### config.mk
export PLATFORM = sky130hd
export DESIGN_NAME = traffic_gen_top
export DESIGN_NICKNAME = d
export VERILOG_FILES = /design/src/hw/traffic_pkg.sv /design/src/hw/addr_gen.sv /design/src/hw/block_rw_stage.sv /design/src/hw/driver_fsm.sv /design/src/hw/read_compare.sv /design/src/hw/single_rw_stage.sv /design/src/hw/traffic_gen_top.sv
export SDC_FILE = /design/constraint.sdc
export NUM_CORES = 1
export LEC_CHECK = 0
export ABC_AREA = 0
export BUFFER_PORTS_ARGS = -buffer_cell sky130_fd_sc_hd__clkbuf_2
export CAP_MARGIN = 20
export CORE_MARGIN = 4
export CORE_UTILIZATION = 55
export DETAILED_ROUTE_END_ITERATION = 12
export PLACE_DENSITY = 0.8
export SLEW_MARGIN = 20
export SYNTH_ARGS = -nofsm -noshare
export SYNTH_HDL_FRONTEND = slang
export SYNTH_SLANG_ARGS = --single-unit
export TNS_END_PERCENT = 5
### constraint.sdc
create_clock -name clk -period 6 [get_ports clk]
set_clock_uncertainty 0.1 [all_clocks]
set_input_delay 1.2 -clock clk [delete_from_list [all_inputs] [get_ports clk]]
set_output_delay 1.2 -clock clk [all_outputs]
set_load 0.01 [all_outputs]
### src/hw/traffic_pkg.sv
// Traffic generator shared definitions
package traffic_pkg;

	//////////////////////////////////////////////////
	// Sizes
	//////////////////////////////////////////////////
	localparam int ADDR_W = 10;
	localparam int DATA_W = 16;
	localparam int SEQ_ADDR_COUNT = 4;
	localparam int RAND_ADDR_COUNT = 4;
	localparam int RAND_SEQ_ADDR_COUNT = 4;
	localparam int BLOCK_SIZE = 4;
	// Zero means run forever
	localparam int NUM_DRIVER_LOOP = 2;
	localparam int TIMEOUT_W = 12;
	localparam int CMP_FIFO_DEPTH = 8;
	localparam int CMP_PTR_W = $clog2(CMP_FIFO_DEPTH);
	// Per-mode access counter and block index widths
	localparam int CNT_W = 8;
	localparam int BLK_W = $clog2(BLOCK_SIZE);
	localparam logic [BLK_W-1:0] BLOCK_LAST = BLK_W'(BLOCK_SIZE - 1);
	// LFSR seed and taps, x^10 + x^7 + 1
	localparam logic [ADDR_W-1:0] RAND_SEED = 10'h1A7;
	localparam logic [ADDR_W-1:0] LFSR_TAPS = 10'h240;
	localparam logic [7:0] PATTERN_KEY = 8'hA5;

	//////////////////////////////////////////////////
	// Types
	//////////////////////////////////////////////////
	typedef enum logic [1:0] {
		SEQ,
		RAND,
		RAND_SEQ
	} addr_gen_select_t;

	typedef enum logic [2:0] {
		INIT,
		SINGLE_RW,
		BLOCK_RW,
		DONE,
		TEST_COMPLETE,
		TIMEOUT
	} test_stage_t;

	// Command to the memory port
	typedef struct packed {
		logic write;
		logic read;
		logic [ADDR_W-1:0] addr;
		logic [DATA_W-1:0] wdata;
	} mem_cmd_t;

	// Read return from the memory port
	typedef struct packed {
		logic valid;
		logic [DATA_W-1:0] rdata;
	} rd_rsp_t;

	// Data word for an address, upper byte scrambled
	function automatic logic [DATA_W-1:0] data_pattern(input logic [ADDR_W-1:0] addr);
		logic [DATA_W-1:0] word;
		word = DATA_W'(addr);
		word[DATA_W-1 -: 8] = word[DATA_W-1 -: 8] ^ PATTERN_KEY;
		return word;
	endfunction

	// Number of accesses in each address mode
	function automatic logic [CNT_W-1:0] mode_count(input addr_gen_select_t sel);
		case (sel)
			SEQ: return CNT_W'(SEQ_ADDR_COUNT);
			RAND: return CNT_W'(RAND_ADDR_COUNT);
			default: return CNT_W'(RAND_SEQ_ADDR_COUNT);
		endcase
	endfunction

	// Mode order inside a stage
	function automatic addr_gen_select_t next_mode(input addr_gen_select_t sel);
		case (sel)
			SEQ: return RAND;
			default: return RAND_SEQ;
		endcase
	endfunction

endpackage

### src/hw/addr_gen.sv
// Address generator
module addr_gen (
	input  logic                           clk,
	input  logic                           reset_n,
	input  traffic_pkg::addr_gen_select_t  select,
	input  logic                           advance,
	input  logic                           restart,
	output logic [traffic_pkg::ADDR_W-1:0] addr
);

	logic [traffic_pkg::ADDR_W-1:0] lfsr;
	logic [traffic_pkg::ADDR_W-1:0] seq_addr;
	traffic_pkg::addr_gen_select_t select_q;
	logic start;

	// Galois step, shift right
	function automatic logic [traffic_pkg::ADDR_W-1:0] lfsr_step(
		input logic [traffic_pkg::ADDR_W-1:0] s
	);
		return {1'b0, s[traffic_pkg::ADDR_W-1:1]} ^ (s[0] ? traffic_pkg::LFSR_TAPS : '0);
	endfunction

	// New mode on idle or on any select change
	assign start = restart || (select != select_q);
	// RAND reads the LFSR, SEQ and RAND_SEQ the counter
	assign addr = (select == traffic_pkg::RAND) ? lfsr : seq_addr;

	always_ff @(posedge clk or negedge reset_n)
	begin
		if (!reset_n)
		begin
			lfsr <= traffic_pkg::RAND_SEED;
			seq_addr <= '0;
			select_q <= traffic_pkg::SEQ;
		end
		else
		begin
			select_q <= select;
			if (start)
			begin
				if (select == traffic_pkg::RAND_SEQ)
				begin
					// Random base, sequential after it
					seq_addr <= lfsr;
					lfsr <= lfsr_step(lfsr);
				end
				else
					seq_addr <= '0;
			end
			else if (advance)
			begin
				if (select == traffic_pkg::RAND)
					lfsr <= lfsr_step(lfsr);
				else
					seq_addr <= seq_addr + 1'b1;
			end
		end
	end

endmodule

### src/hw/block_rw_stage.sv
// Block write then read stage
module block_rw_stage (
	input  logic                           clk,
	input  logic                           reset_n,
	input  logic                           stage_enable,
	input  logic                           can_write,
	input  logic                           can_read,
	input  logic                           cmp_empty,
	input  logic [traffic_pkg::ADDR_W-1:0] addr,
	output traffic_pkg::mem_cmd_t          cmd,
	output traffic_pkg::addr_gen_select_t  addr_gen_select,
	output logic                           stage_complete
);

	typedef enum logic [2:0] {
		IDLE,
		START,
		WRITE,
		READ,
		DRAIN
	} state_t;

	state_t state;
	traffic_pkg::addr_gen_select_t mode;
	logic [traffic_pkg::BLK_W-1:0] wr_idx;
	logic [traffic_pkg::BLK_W-1:0] rd_idx;
	logic [traffic_pkg::CNT_W-1:0] acc_cnt;
	logic [traffic_pkg::ADDR_W-1:0] base;
	logic [traffic_pkg::ADDR_W-1:0] wr_addr;
	logic last_acc;

	assign addr_gen_select = mode;
	assign last_acc = (acc_cnt == traffic_pkg::mode_count(mode) - 1'b1);
	// First write takes the generator, the rest follow it
	assign wr_addr = (wr_idx == '0) ? addr : base + traffic_pkg::ADDR_W'(wr_idx);

	always_comb
	begin
		cmd.write = (state == WRITE) && can_write;
		cmd.read = (state == READ) && can_read;
		cmd.addr = (state == READ) ? base + traffic_pkg::ADDR_W'(rd_idx) : wr_addr;
		cmd.wdata = traffic_pkg::data_pattern(wr_addr);
	end

	// Block start address
	always_ff @(posedge clk)
	begin
		if ((state == WRITE) && can_write && (wr_idx == '0))
			base <= addr;
	end

	always_ff @(posedge clk or negedge reset_n)
	begin
		if (!reset_n)
		begin
			state <= IDLE;
			mode <= traffic_pkg::SEQ;
			wr_idx <= '0;
			rd_idx <= '0;
			acc_cnt <= '0;
			stage_complete <= 1'b0;
		end
		else
		begin
			stage_complete <= 1'b0;
			case (state)
				IDLE:
					if (stage_enable && !stage_complete)
						state <= START;
				START:
					state <= WRITE;
				WRITE:
					// Write phase of the block
					if (can_write)
					begin
						wr_idx <= wr_idx + 1'b1;
						if (wr_idx == traffic_pkg::BLOCK_LAST)
							state <= READ;
					end
				READ:
					// Read the block back in write order
					if (can_read)
					begin
						rd_idx <= rd_idx + 1'b1;
						acc_cnt <= last_acc ? '0 : acc_cnt + 1'b1;
						if (last_acc)
							state <= DRAIN;
						else if (rd_idx == traffic_pkg::BLOCK_LAST)
							state <= WRITE;
					end
				default:
					if (cmp_empty)
					begin
						if (mode == traffic_pkg::RAND_SEQ)
						begin
							mode <= traffic_pkg::SEQ;
							stage_complete <= 1'b1;
							state <= IDLE;
						end
						else
						begin
							mode <= traffic_pkg::next_mode(mode);
							state <= START;
						end
					end
			endcase
		end
	end

	// Read phase starts on a whole written block, read index at its start
	a_block_written: assert property (@(posedge clk) disable iff (!reset_n)
		$rose(state == READ) |-> (wr_idx == '0) && (rd_idx == '0))
		else $error("block read phase out of step with the written block");

endmodule

### src/hw/driver_fsm.sv
// Test stage sequencer
module driver_fsm (
	input  logic                          clk,
	input  logic                          reset_n,
	input  logic                          can_write,
	input  logic                          can_read,
	input  logic                          cmp_full,
	input  traffic_pkg::mem_cmd_t         single_cmd,
	input  traffic_pkg::addr_gen_select_t single_sel,
	input  logic                          single_done,
	input  traffic_pkg::mem_cmd_t         block_cmd,
	input  traffic_pkg::addr_gen_select_t block_sel,
	input  logic                          block_done,
	output traffic_pkg::mem_cmd_t         mem_cmd,
	output traffic_pkg::addr_gen_select_t addr_gen_select,
	output logic                          single_enable,
	output logic                          block_enable,
	output logic                          test_complete,
	output logic                          timeout,
	output logic [31:0]                   loop_counter
);

	traffic_pkg::test_stage_t stage;
	// Extra bit flags the timeout
	logic [traffic_pkg::TIMEOUT_W:0] timeout_cnt;
	logic end_state;

	// Stage enables and status decodes
	assign single_enable = (stage == traffic_pkg::SINGLE_RW);
	assign block_enable = (stage == traffic_pkg::BLOCK_RW);
	assign end_state = (stage == traffic_pkg::TEST_COMPLETE) || (stage == traffic_pkg::TIMEOUT);
	assign test_complete = end_state;
	assign timeout = (stage == traffic_pkg::TIMEOUT);

	//////////////////////////////////////////////////
	// Command mux
	//////////////////////////////////////////////////
	always_comb
	begin
		case (stage)
			traffic_pkg::SINGLE_RW:
			begin
				mem_cmd = single_cmd;
				addr_gen_select = single_sel;
			end
			traffic_pkg::BLOCK_RW:
			begin
				mem_cmd = block_cmd;
				addr_gen_select = block_sel;
			end
			default:
			begin
				// Idle, no commands
				mem_cmd = '0;
				addr_gen_select = traffic_pkg::SEQ;
			end
		endcase
	end

	//////////////////////////////////////////////////
	// Stage sequence
	//////////////////////////////////////////////////
	always_ff @(posedge clk or negedge reset_n)
	begin
		if (!reset_n)
		begin
			stage <= traffic_pkg::INIT;
			timeout_cnt <= '0;
			loop_counter <= '0;
		end
		else
		begin
			timeout_cnt <= timeout_cnt + 1'b1;
			if (end_state)
				// Final states hold until reset
				timeout_cnt <= '0;
			else if (timeout_cnt[traffic_pkg::TIMEOUT_W] || cmp_full)
				// Loop too slow, or compare FIFO overflowing
				stage <= traffic_pkg::TIMEOUT;
			else
			begin
				case (stage)
					traffic_pkg::INIT:
					begin
						// New loop, restart the timeout window
						timeout_cnt <= '0;
						loop_counter <= loop_counter + 1'b1;
						stage <= traffic_pkg::SINGLE_RW;
					end
					traffic_pkg::SINGLE_RW:
						if (single_done)
							stage <= traffic_pkg::BLOCK_RW;
					traffic_pkg::BLOCK_RW:
						if (block_done)
							stage <= traffic_pkg::DONE;
					default:
						// DONE, loop again or finish
						if ((traffic_pkg::NUM_DRIVER_LOOP == 0) ||
							(loop_counter < 32'(traffic_pkg::NUM_DRIVER_LOOP)))
							stage <= traffic_pkg::INIT;
						else
							stage <= traffic_pkg::TEST_COMPLETE;
				endcase
			end
		end
	end

	// Stages must respect the memory back-pressure
	a_write_ready: assert property (@(posedge clk) disable iff (!reset_n)
		mem_cmd.write |-> can_write)
		else $error("write issued while can_write low");
	a_read_ready: assert property (@(posedge clk) disable iff (!reset_n)
		mem_cmd.read |-> can_read)
		else $error("read issued while can_read low");
	// One stage issuing at a time
	a_one_stage: assert property (@(posedge clk) disable iff (!reset_n)
		!((single_cmd.write || single_cmd.read) && (block_cmd.write || block_cmd.read)))
		else $error("both stages issuing commands");

endmodule

### src/hw/read_compare.sv
// Read data compare
module read_compare (
	input  logic                           clk,
	input  logic                           reset_n,
	input  logic                           issue_read,
	input  logic [traffic_pkg::ADDR_W-1:0] issue_addr,
	input  traffic_pkg::rd_rsp_t           rd_rsp,
	output logic                           cmp_empty,
	output logic                           cmp_full,
	output logic [15:0]                    error_count,
	output logic                           pass
);

	localparam int PW = traffic_pkg::CMP_PTR_W;

	// Expected words in read issue order
	logic [traffic_pkg::DATA_W-1:0] fifo_mem [traffic_pkg::CMP_FIFO_DEPTH];
	// Extra pointer bit tells full from empty
	logic [PW:0] wr_ptr;
	logic [PW:0] rd_ptr;
	logic pop;
	// Compare stage, one cycle after the return
	logic rsp_valid_q;
	logic expected_ok;
	logic [traffic_pkg::DATA_W-1:0] expected;
	logic [traffic_pkg::DATA_W-1:0] rdata_q;

	assign cmp_empty = (wr_ptr == rd_ptr);
	assign cmp_full = (wr_ptr[PW] != rd_ptr[PW]) && (wr_ptr[PW-1:0] == rd_ptr[PW-1:0]);
	assign pop = rd_rsp.valid && !cmp_empty;

	// FIFO storage and compare operands
	always_ff @(posedge clk)
	begin
		if (issue_read)
			fifo_mem[wr_ptr[PW-1:0]] <= traffic_pkg::data_pattern(issue_addr);
		if (rd_rsp.valid)
		begin
			expected <= fifo_mem[rd_ptr[PW-1:0]];
			rdata_q <= rd_rsp.rdata;
		end
	end

	always_ff @(posedge clk or negedge reset_n)
	begin
		if (!reset_n)
		begin
			wr_ptr <= '0;
			rd_ptr <= '0;
			rsp_valid_q <= 1'b0;
			expected_ok <= 1'b0;
			error_count <= '0;
			pass <= 1'b1;
		end
		else
		begin
			if (issue_read)
				wr_ptr <= wr_ptr + 1'b1;
			if (pop)
				rd_ptr <= rd_ptr + 1'b1;
			rsp_valid_q <= rd_rsp.valid;
			// A return with nothing expected is an error too
			expected_ok <= !cmp_empty;
			if (rsp_valid_q && (!expected_ok || (rdata_q != expected)))
			begin
				error_count <= error_count + 1'b1;
				pass <= 1'b0;
			end
		end
	end

	// FIFO depth must cover all outstanding reads
	a_no_overflow: assert property (@(posedge clk) disable iff (!reset_n)
		issue_read |-> !cmp_full)
		else $error("compare FIFO push while full");

endmodule

### src/hw/single_rw_stage.sv
// Single write then read stage
module single_rw_stage (
	input  logic                           clk,
	input  logic                           reset_n,
	input  logic                           stage_enable,
	input  logic                           can_write,
	input  logic                           can_read,
	input  logic                           cmp_empty,
	input  logic [traffic_pkg::ADDR_W-1:0] addr,
	output traffic_pkg::mem_cmd_t          cmd,
	output traffic_pkg::addr_gen_select_t  addr_gen_select,
	output logic                           stage_complete
);

	// START gives the generator a cycle after a mode change
	typedef enum logic [2:0] {
		IDLE,
		START,
		WRITE,
		READ,
		DRAIN
	} state_t;

	state_t state;
	traffic_pkg::addr_gen_select_t mode;
	logic [traffic_pkg::CNT_W-1:0] pair_cnt;
	logic [traffic_pkg::ADDR_W-1:0] cur_addr;
	logic last_pair;

	assign addr_gen_select = mode;
	assign last_pair = (pair_cnt == traffic_pkg::mode_count(mode) - 1'b1);

	// Write at the generated address, read back the held one
	always_comb
	begin
		cmd.write = (state == WRITE) && can_write;
		cmd.read = (state == READ) && can_read;
		cmd.addr = (state == READ) ? cur_addr : addr;
		cmd.wdata = traffic_pkg::data_pattern(addr);
	end

	// Address of the pending read
	always_ff @(posedge clk)
	begin
		if ((state == WRITE) && can_write)
			cur_addr <= addr;
	end

	always_ff @(posedge clk or negedge reset_n)
	begin
		if (!reset_n)
		begin
			state <= IDLE;
			mode <= traffic_pkg::SEQ;
			pair_cnt <= '0;
			stage_complete <= 1'b0;
		end
		else
		begin
			stage_complete <= 1'b0;
			case (state)
				IDLE:
					// Enable still high during the done pulse
					if (stage_enable && !stage_complete)
						state <= START;
				START:
					state <= WRITE;
				WRITE:
					if (can_write)
						state <= READ;
				READ:
					if (can_read)
					begin
						pair_cnt <= last_pair ? '0 : pair_cnt + 1'b1;
						state <= last_pair ? DRAIN : WRITE;
					end
				default:
					// Blocking mode switch, all reads returned
					if (cmp_empty)
					begin
						if (mode == traffic_pkg::RAND_SEQ)
						begin
							mode <= traffic_pkg::SEQ;
							stage_complete <= 1'b1;
							state <= IDLE;
						end
						else
						begin
							mode <= traffic_pkg::next_mode(mode);
							state <= START;
						end
					end
			endcase
		end
	end

endmodule

### src/hw/traffic_gen_top.sv
// Memory traffic generator top
module traffic_gen_top (
	input  logic                  clk,
	input  logic                  reset_n,
	input  logic                  can_write,
	input  logic                  can_read,
	input  traffic_pkg::rd_rsp_t  rd_rsp,
	output traffic_pkg::mem_cmd_t mem_cmd,
	output logic                  test_complete,
	output logic                  timeout,
	output logic                  pass,
	output logic [31:0]           loop_counter,
	output logic [15:0]           error_count
);

	traffic_pkg::mem_cmd_t single_cmd;
	traffic_pkg::mem_cmd_t block_cmd;
	traffic_pkg::addr_gen_select_t single_sel;
	traffic_pkg::addr_gen_select_t block_sel;
	traffic_pkg::addr_gen_select_t gen_sel;
	logic single_done;
	logic block_done;
	logic single_enable;
	logic block_enable;
	logic cmp_empty;
	logic cmp_full;
	logic [traffic_pkg::ADDR_W-1:0] gen_addr;

	//////////////////////////////////////////////////
	// Sequencer and stages
	//////////////////////////////////////////////////
	driver_fsm u_driver (
		.clk             (clk),
		.reset_n         (reset_n),
		.can_write       (can_write),
		.can_read        (can_read),
		.cmp_full        (cmp_full),
		.single_cmd      (single_cmd),
		.single_sel      (single_sel),
		.single_done     (single_done),
		.block_cmd       (block_cmd),
		.block_sel       (block_sel),
		.block_done      (block_done),
		.mem_cmd         (mem_cmd),
		.addr_gen_select (gen_sel),
		.single_enable   (single_enable),
		.block_enable    (block_enable),
		.test_complete   (test_complete),
		.timeout         (timeout),
		.loop_counter    (loop_counter)
	);

	single_rw_stage u_single (
		.clk             (clk),
		.reset_n         (reset_n),
		.stage_enable    (single_enable),
		.can_write       (can_write),
		.can_read        (can_read),
		.cmp_empty       (cmp_empty),
		.addr            (gen_addr),
		.cmd             (single_cmd),
		.addr_gen_select (single_sel),
		.stage_complete  (single_done)
	);

	block_rw_stage u_block (
		.clk             (clk),
		.reset_n         (reset_n),
		.stage_enable    (block_enable),
		.can_write       (can_write),
		.can_read        (can_read),
		.cmp_empty       (cmp_empty),
		.addr            (gen_addr),
		.cmd             (block_cmd),
		.addr_gen_select (block_sel),
		.stage_complete  (block_done)
	);

	// Steps on each issued write, restarts while no stage runs
	addr_gen u_addr_gen (
		.clk     (clk),
		.reset_n (reset_n),
		.select  (gen_sel),
		.advance (mem_cmd.write),
		.restart (!(single_enable || block_enable)),
		.addr    (gen_addr)
	);

	read_compare u_compare (
		.clk         (clk),
		.reset_n     (reset_n),
		.issue_read  (mem_cmd.read),
		.issue_addr  (mem_cmd.addr),
		.rd_rsp      (rd_rsp),
		.cmp_empty   (cmp_empty),
		.cmp_full    (cmp_full),
		.error_count (error_count),
		.pass        (pass)
	);

endmodule

==> flow_summary.json <==
{
  "holdPathStages": 1,
  "ys_warn_count": 0,
  "finalSetupViolCount": 0,
  "dp_hpwl_mm": 17.37,
  "clk_latency_ns": 0.52,
  "grt_first_pass_wirelength_mm": 41.28,
  "yosysTopAreaCellShare": 0.3168,
  "rsz0062_at_grt": "false",
  "cts_sinks": 255,
  "power_density_nw_per_um2": 403.1,
  "ys.flop_type": "edfxtp_1",
  "hp-start": "u_single.pair_cnt[7]",
  "slew_viol_final": 0,
  "die_x_microns": 155.4,
  "status": "complete, no violations",
  "synth-seq-cells": 255,
  "grtUsageTotal": 0.2104,
  "worst_r2r_path_depth": 8,
  "synth_edf_count": 126,
  "std_cell_rows": 53,
  "initial_core_util": 0.5629,
  "synthTopCellsByArea": "edfxtp_1, dfrtp_1, xnor2_1",
  "timing.rr.start": "u_driver.stage[1]",
  "wl_mm": 25.45,
  "cts_hold_buf": 0,
  "syn_area_per_cell_sq_um": 12.75,
  "tightest_slew_ns": 1.098,
  "crit-reg2reg-capture": "u_compare.fifo_mem[6][8]",
  "cap_viol_max_count": 0,
  "synth.cell_area_sq_um": 11940,
  "grt_pass1_vias": 7648,
  "wl_per_cell_microns": 19.16,
  "hold_violations": 0,
  "grt_max_degree": 74,
  "cts_max_level": 1,
  "fin_nets": 1071,
  "critPathMaxFanout": 15,
  "diodes": 0,
  "synth_top_cell_by_area": "edfxtp_1",
  "antenna_found_initial": 0,
  "fin_crit_sh": 0.7852,
  "cts_resized": 0,
  "globalplace.congestion": 0.9209,
  "synthTopCellsByCount": "edfxtp_1, dfrtp_1, xnor2_1",
  "ys_types": 81,
  "die_area_sq_um": 24140,
  "fmax_mhz": 212.3,
  "power.total_mw": 5.452,
  "grtUsageMet3": 0.03672,
  "fillers": 1624,
  "core_area_sq_um": 21220,
  "endpoint_kind": "output port",
  "slew_headroom": 0.2606,
  "drive_gt1_frac": 0.2232,
  "startpoint_type": "flip-flop",
  "cts_root_buf": "clkbuf_16",
  "clk_pin_slew_worst_paths_ns": 0.06,
  "ant_nets": 0,
  "layout-area-overhead-vs-synth_pct": 13.25,
  "holdCritPathClass": "flip-flop to flip-flop",
  "firstDrtPassIters": 5,
  "peakVddDrop_v": 0.0002130,
  "cts_tree": "yes",
  "met1_usage": 0.2894,
  "syn-instance-count": 937,
  "period_minus_slack_ns": 4.711,
  "seq_area_frac_synth": 0.5878,
  "synthArstFlopShare": 0.5059,
  "postCtsSetupBuffers": 0,
  "drt_iter0_drc": 508,
  "critPathKind": "flip-flop to output port",
  "cts.path.max_buffers": 3,
  "setup_tns_ns": 0,
  "via_per_inst": 5.916,
  "die_h_microns": 155.4,
  "drc_errors": 0,
  "grt.overflow.total": 0,
  "ios": 100,
  "port-buffer-count": 96,
  "use_met2": 0.3526,
  "reg2reg_setup_slack_ns": 2.82,
  "dr_total_vias": 7856,
  "cts_made_buffers": 27,
  "yosysMostFrequentCell": "edfxtp_1",
  "hold-path-endpoint": "u_single.pair_cnt[7]",
  "grt_busiest_layer": "met2",
  "leakagePower_nw": 5.577,
  "cp.required_ns": 4.70,
  "arrival_ns": 3.41
}
==> routing by layer <==
layer | share of wire | up-vias | routed length [microns]
li1 | - | 3627 | -
met5 | 0 | - | 0
met4 | 0.019 | 0 | 491
met1 | 0.42 | 3935 | 10780
met2 | 0.49 | 253 | 12590
met3 | 0.062 | 41 | 1577
==> worst max-delay path, cell delays in order, from the launching register on <==
cell      delay, ns
dfrtp_1        0.58
and2b_4        0.27
a31oi_4        0.24
and2_4         0.30
mux2_2         0.27
nor2_1         0.06
o21ai_0        0.86
clkbuf_2       0.29
==> report_power, final <==
| part | internal (mW) | leakage (nW) | total (mW) | switching (mW) |
|---|---|---|---|---|
| clock network | 0.963 | 0.429 | 1.62 | 0.656 |
| registers | 2.10 | 2.86 | 2.38 | 0.278 |
| logic | 0.641 | 2.29 | 1.45 | 0.810 |
==> sequential cells by signal, indices dropped and copies added, names as in the netlist, 13 cells and up <==
signal,cells
u_compare.error_count,16
u_compare.fifo_mem,80
u_compare.rdata_q,16
u_driver.loop_counter,32
u_driver.timeout_cnt,13
==> cell type report <==
cell class / count / area, sq um / area share
Timing Repair Buffer: 109 / 580.6 / 0.04292
Inverter: 33 / 123.9 / 0.009157
Tap cell: 275 / 344.1 / 0.02544
Clock inverter: 10 / 67.56 / 0.004995
Multi-Input combinational cell: 607 / 4588 / 0.3392
Sequential cell: 255 / 7020 / 0.5190
Clock buffer: 39 / 802.0 / 0.05929
==> worst max-delay path by stage <==
stage                                 start          end  cells after the start
after floorplan           u_block.wr_idx[0]  mem_cmd[22]                      9
after global routing      u_driver.stage[1]  mem_cmd[22]                      7
after CTS                 u_driver.stage[1]  mem_cmd[22]                      7
after detailed placement  u_driver.stage[1]  mem_cmd[22]                      7
final                     u_driver.stage[1]  mem_cmd[22]                      7
after global placement    u_driver.stage[1]  mem_cmd[22]                      7
==> cell families after synthesis <==
group	synth area share
buffers and inverters	0.02986
AND/OR/NAND/NOR	0.1314
XOR/XNOR	0.07616
AO/OA/AOI/OAI	0.07406
flip-flops	0.5878
multiplexers	0.08140
other	0.0003140
adder cells (fa/ha/maj)	0.01907
==> through the flow <==
step / cells / hold slack, ns / utilization / setup WS (ns) / instance area, sq um
finish: 1328 / 0.3796 / 0.6374 / 1.289 / 13530
global placement: 1278 / 0.3621 / 0.5961 / 2.119 / 12650
floorplan: 939 / 0.3467 / - / 2.678 / 11950
detailed placement: 1278 / 0.3676 / 0.5961 / 1.934 / 12650
global route: 1328 / 0.3999 / 0.6374 / 1.148 / 13530
CTS: 1327 / 0.3823 / 0.6371 / 1.388 / 13520
==> cells in the final DEF (no fill, tap or decap), drive strengths merged, types with 9 or more instances in the layout <==
cell type and n:
clkbuf 134, edfxtp 126, dfrtp 122, xnor2 73
nand2 67, nor2 56, nand3 42, mux2 34
inv 33, xor2 30, nand4 25, a21oi 25
o21ai 22, nor3 20, mux4 20, and3 20
ha 15, and2 15, buf 14, nor4 14
o22ai 12, a21o 9, a31oi 9, mux2i 9
clkinv 9
No activity file was read; power rests on OpenSTA's default activity.
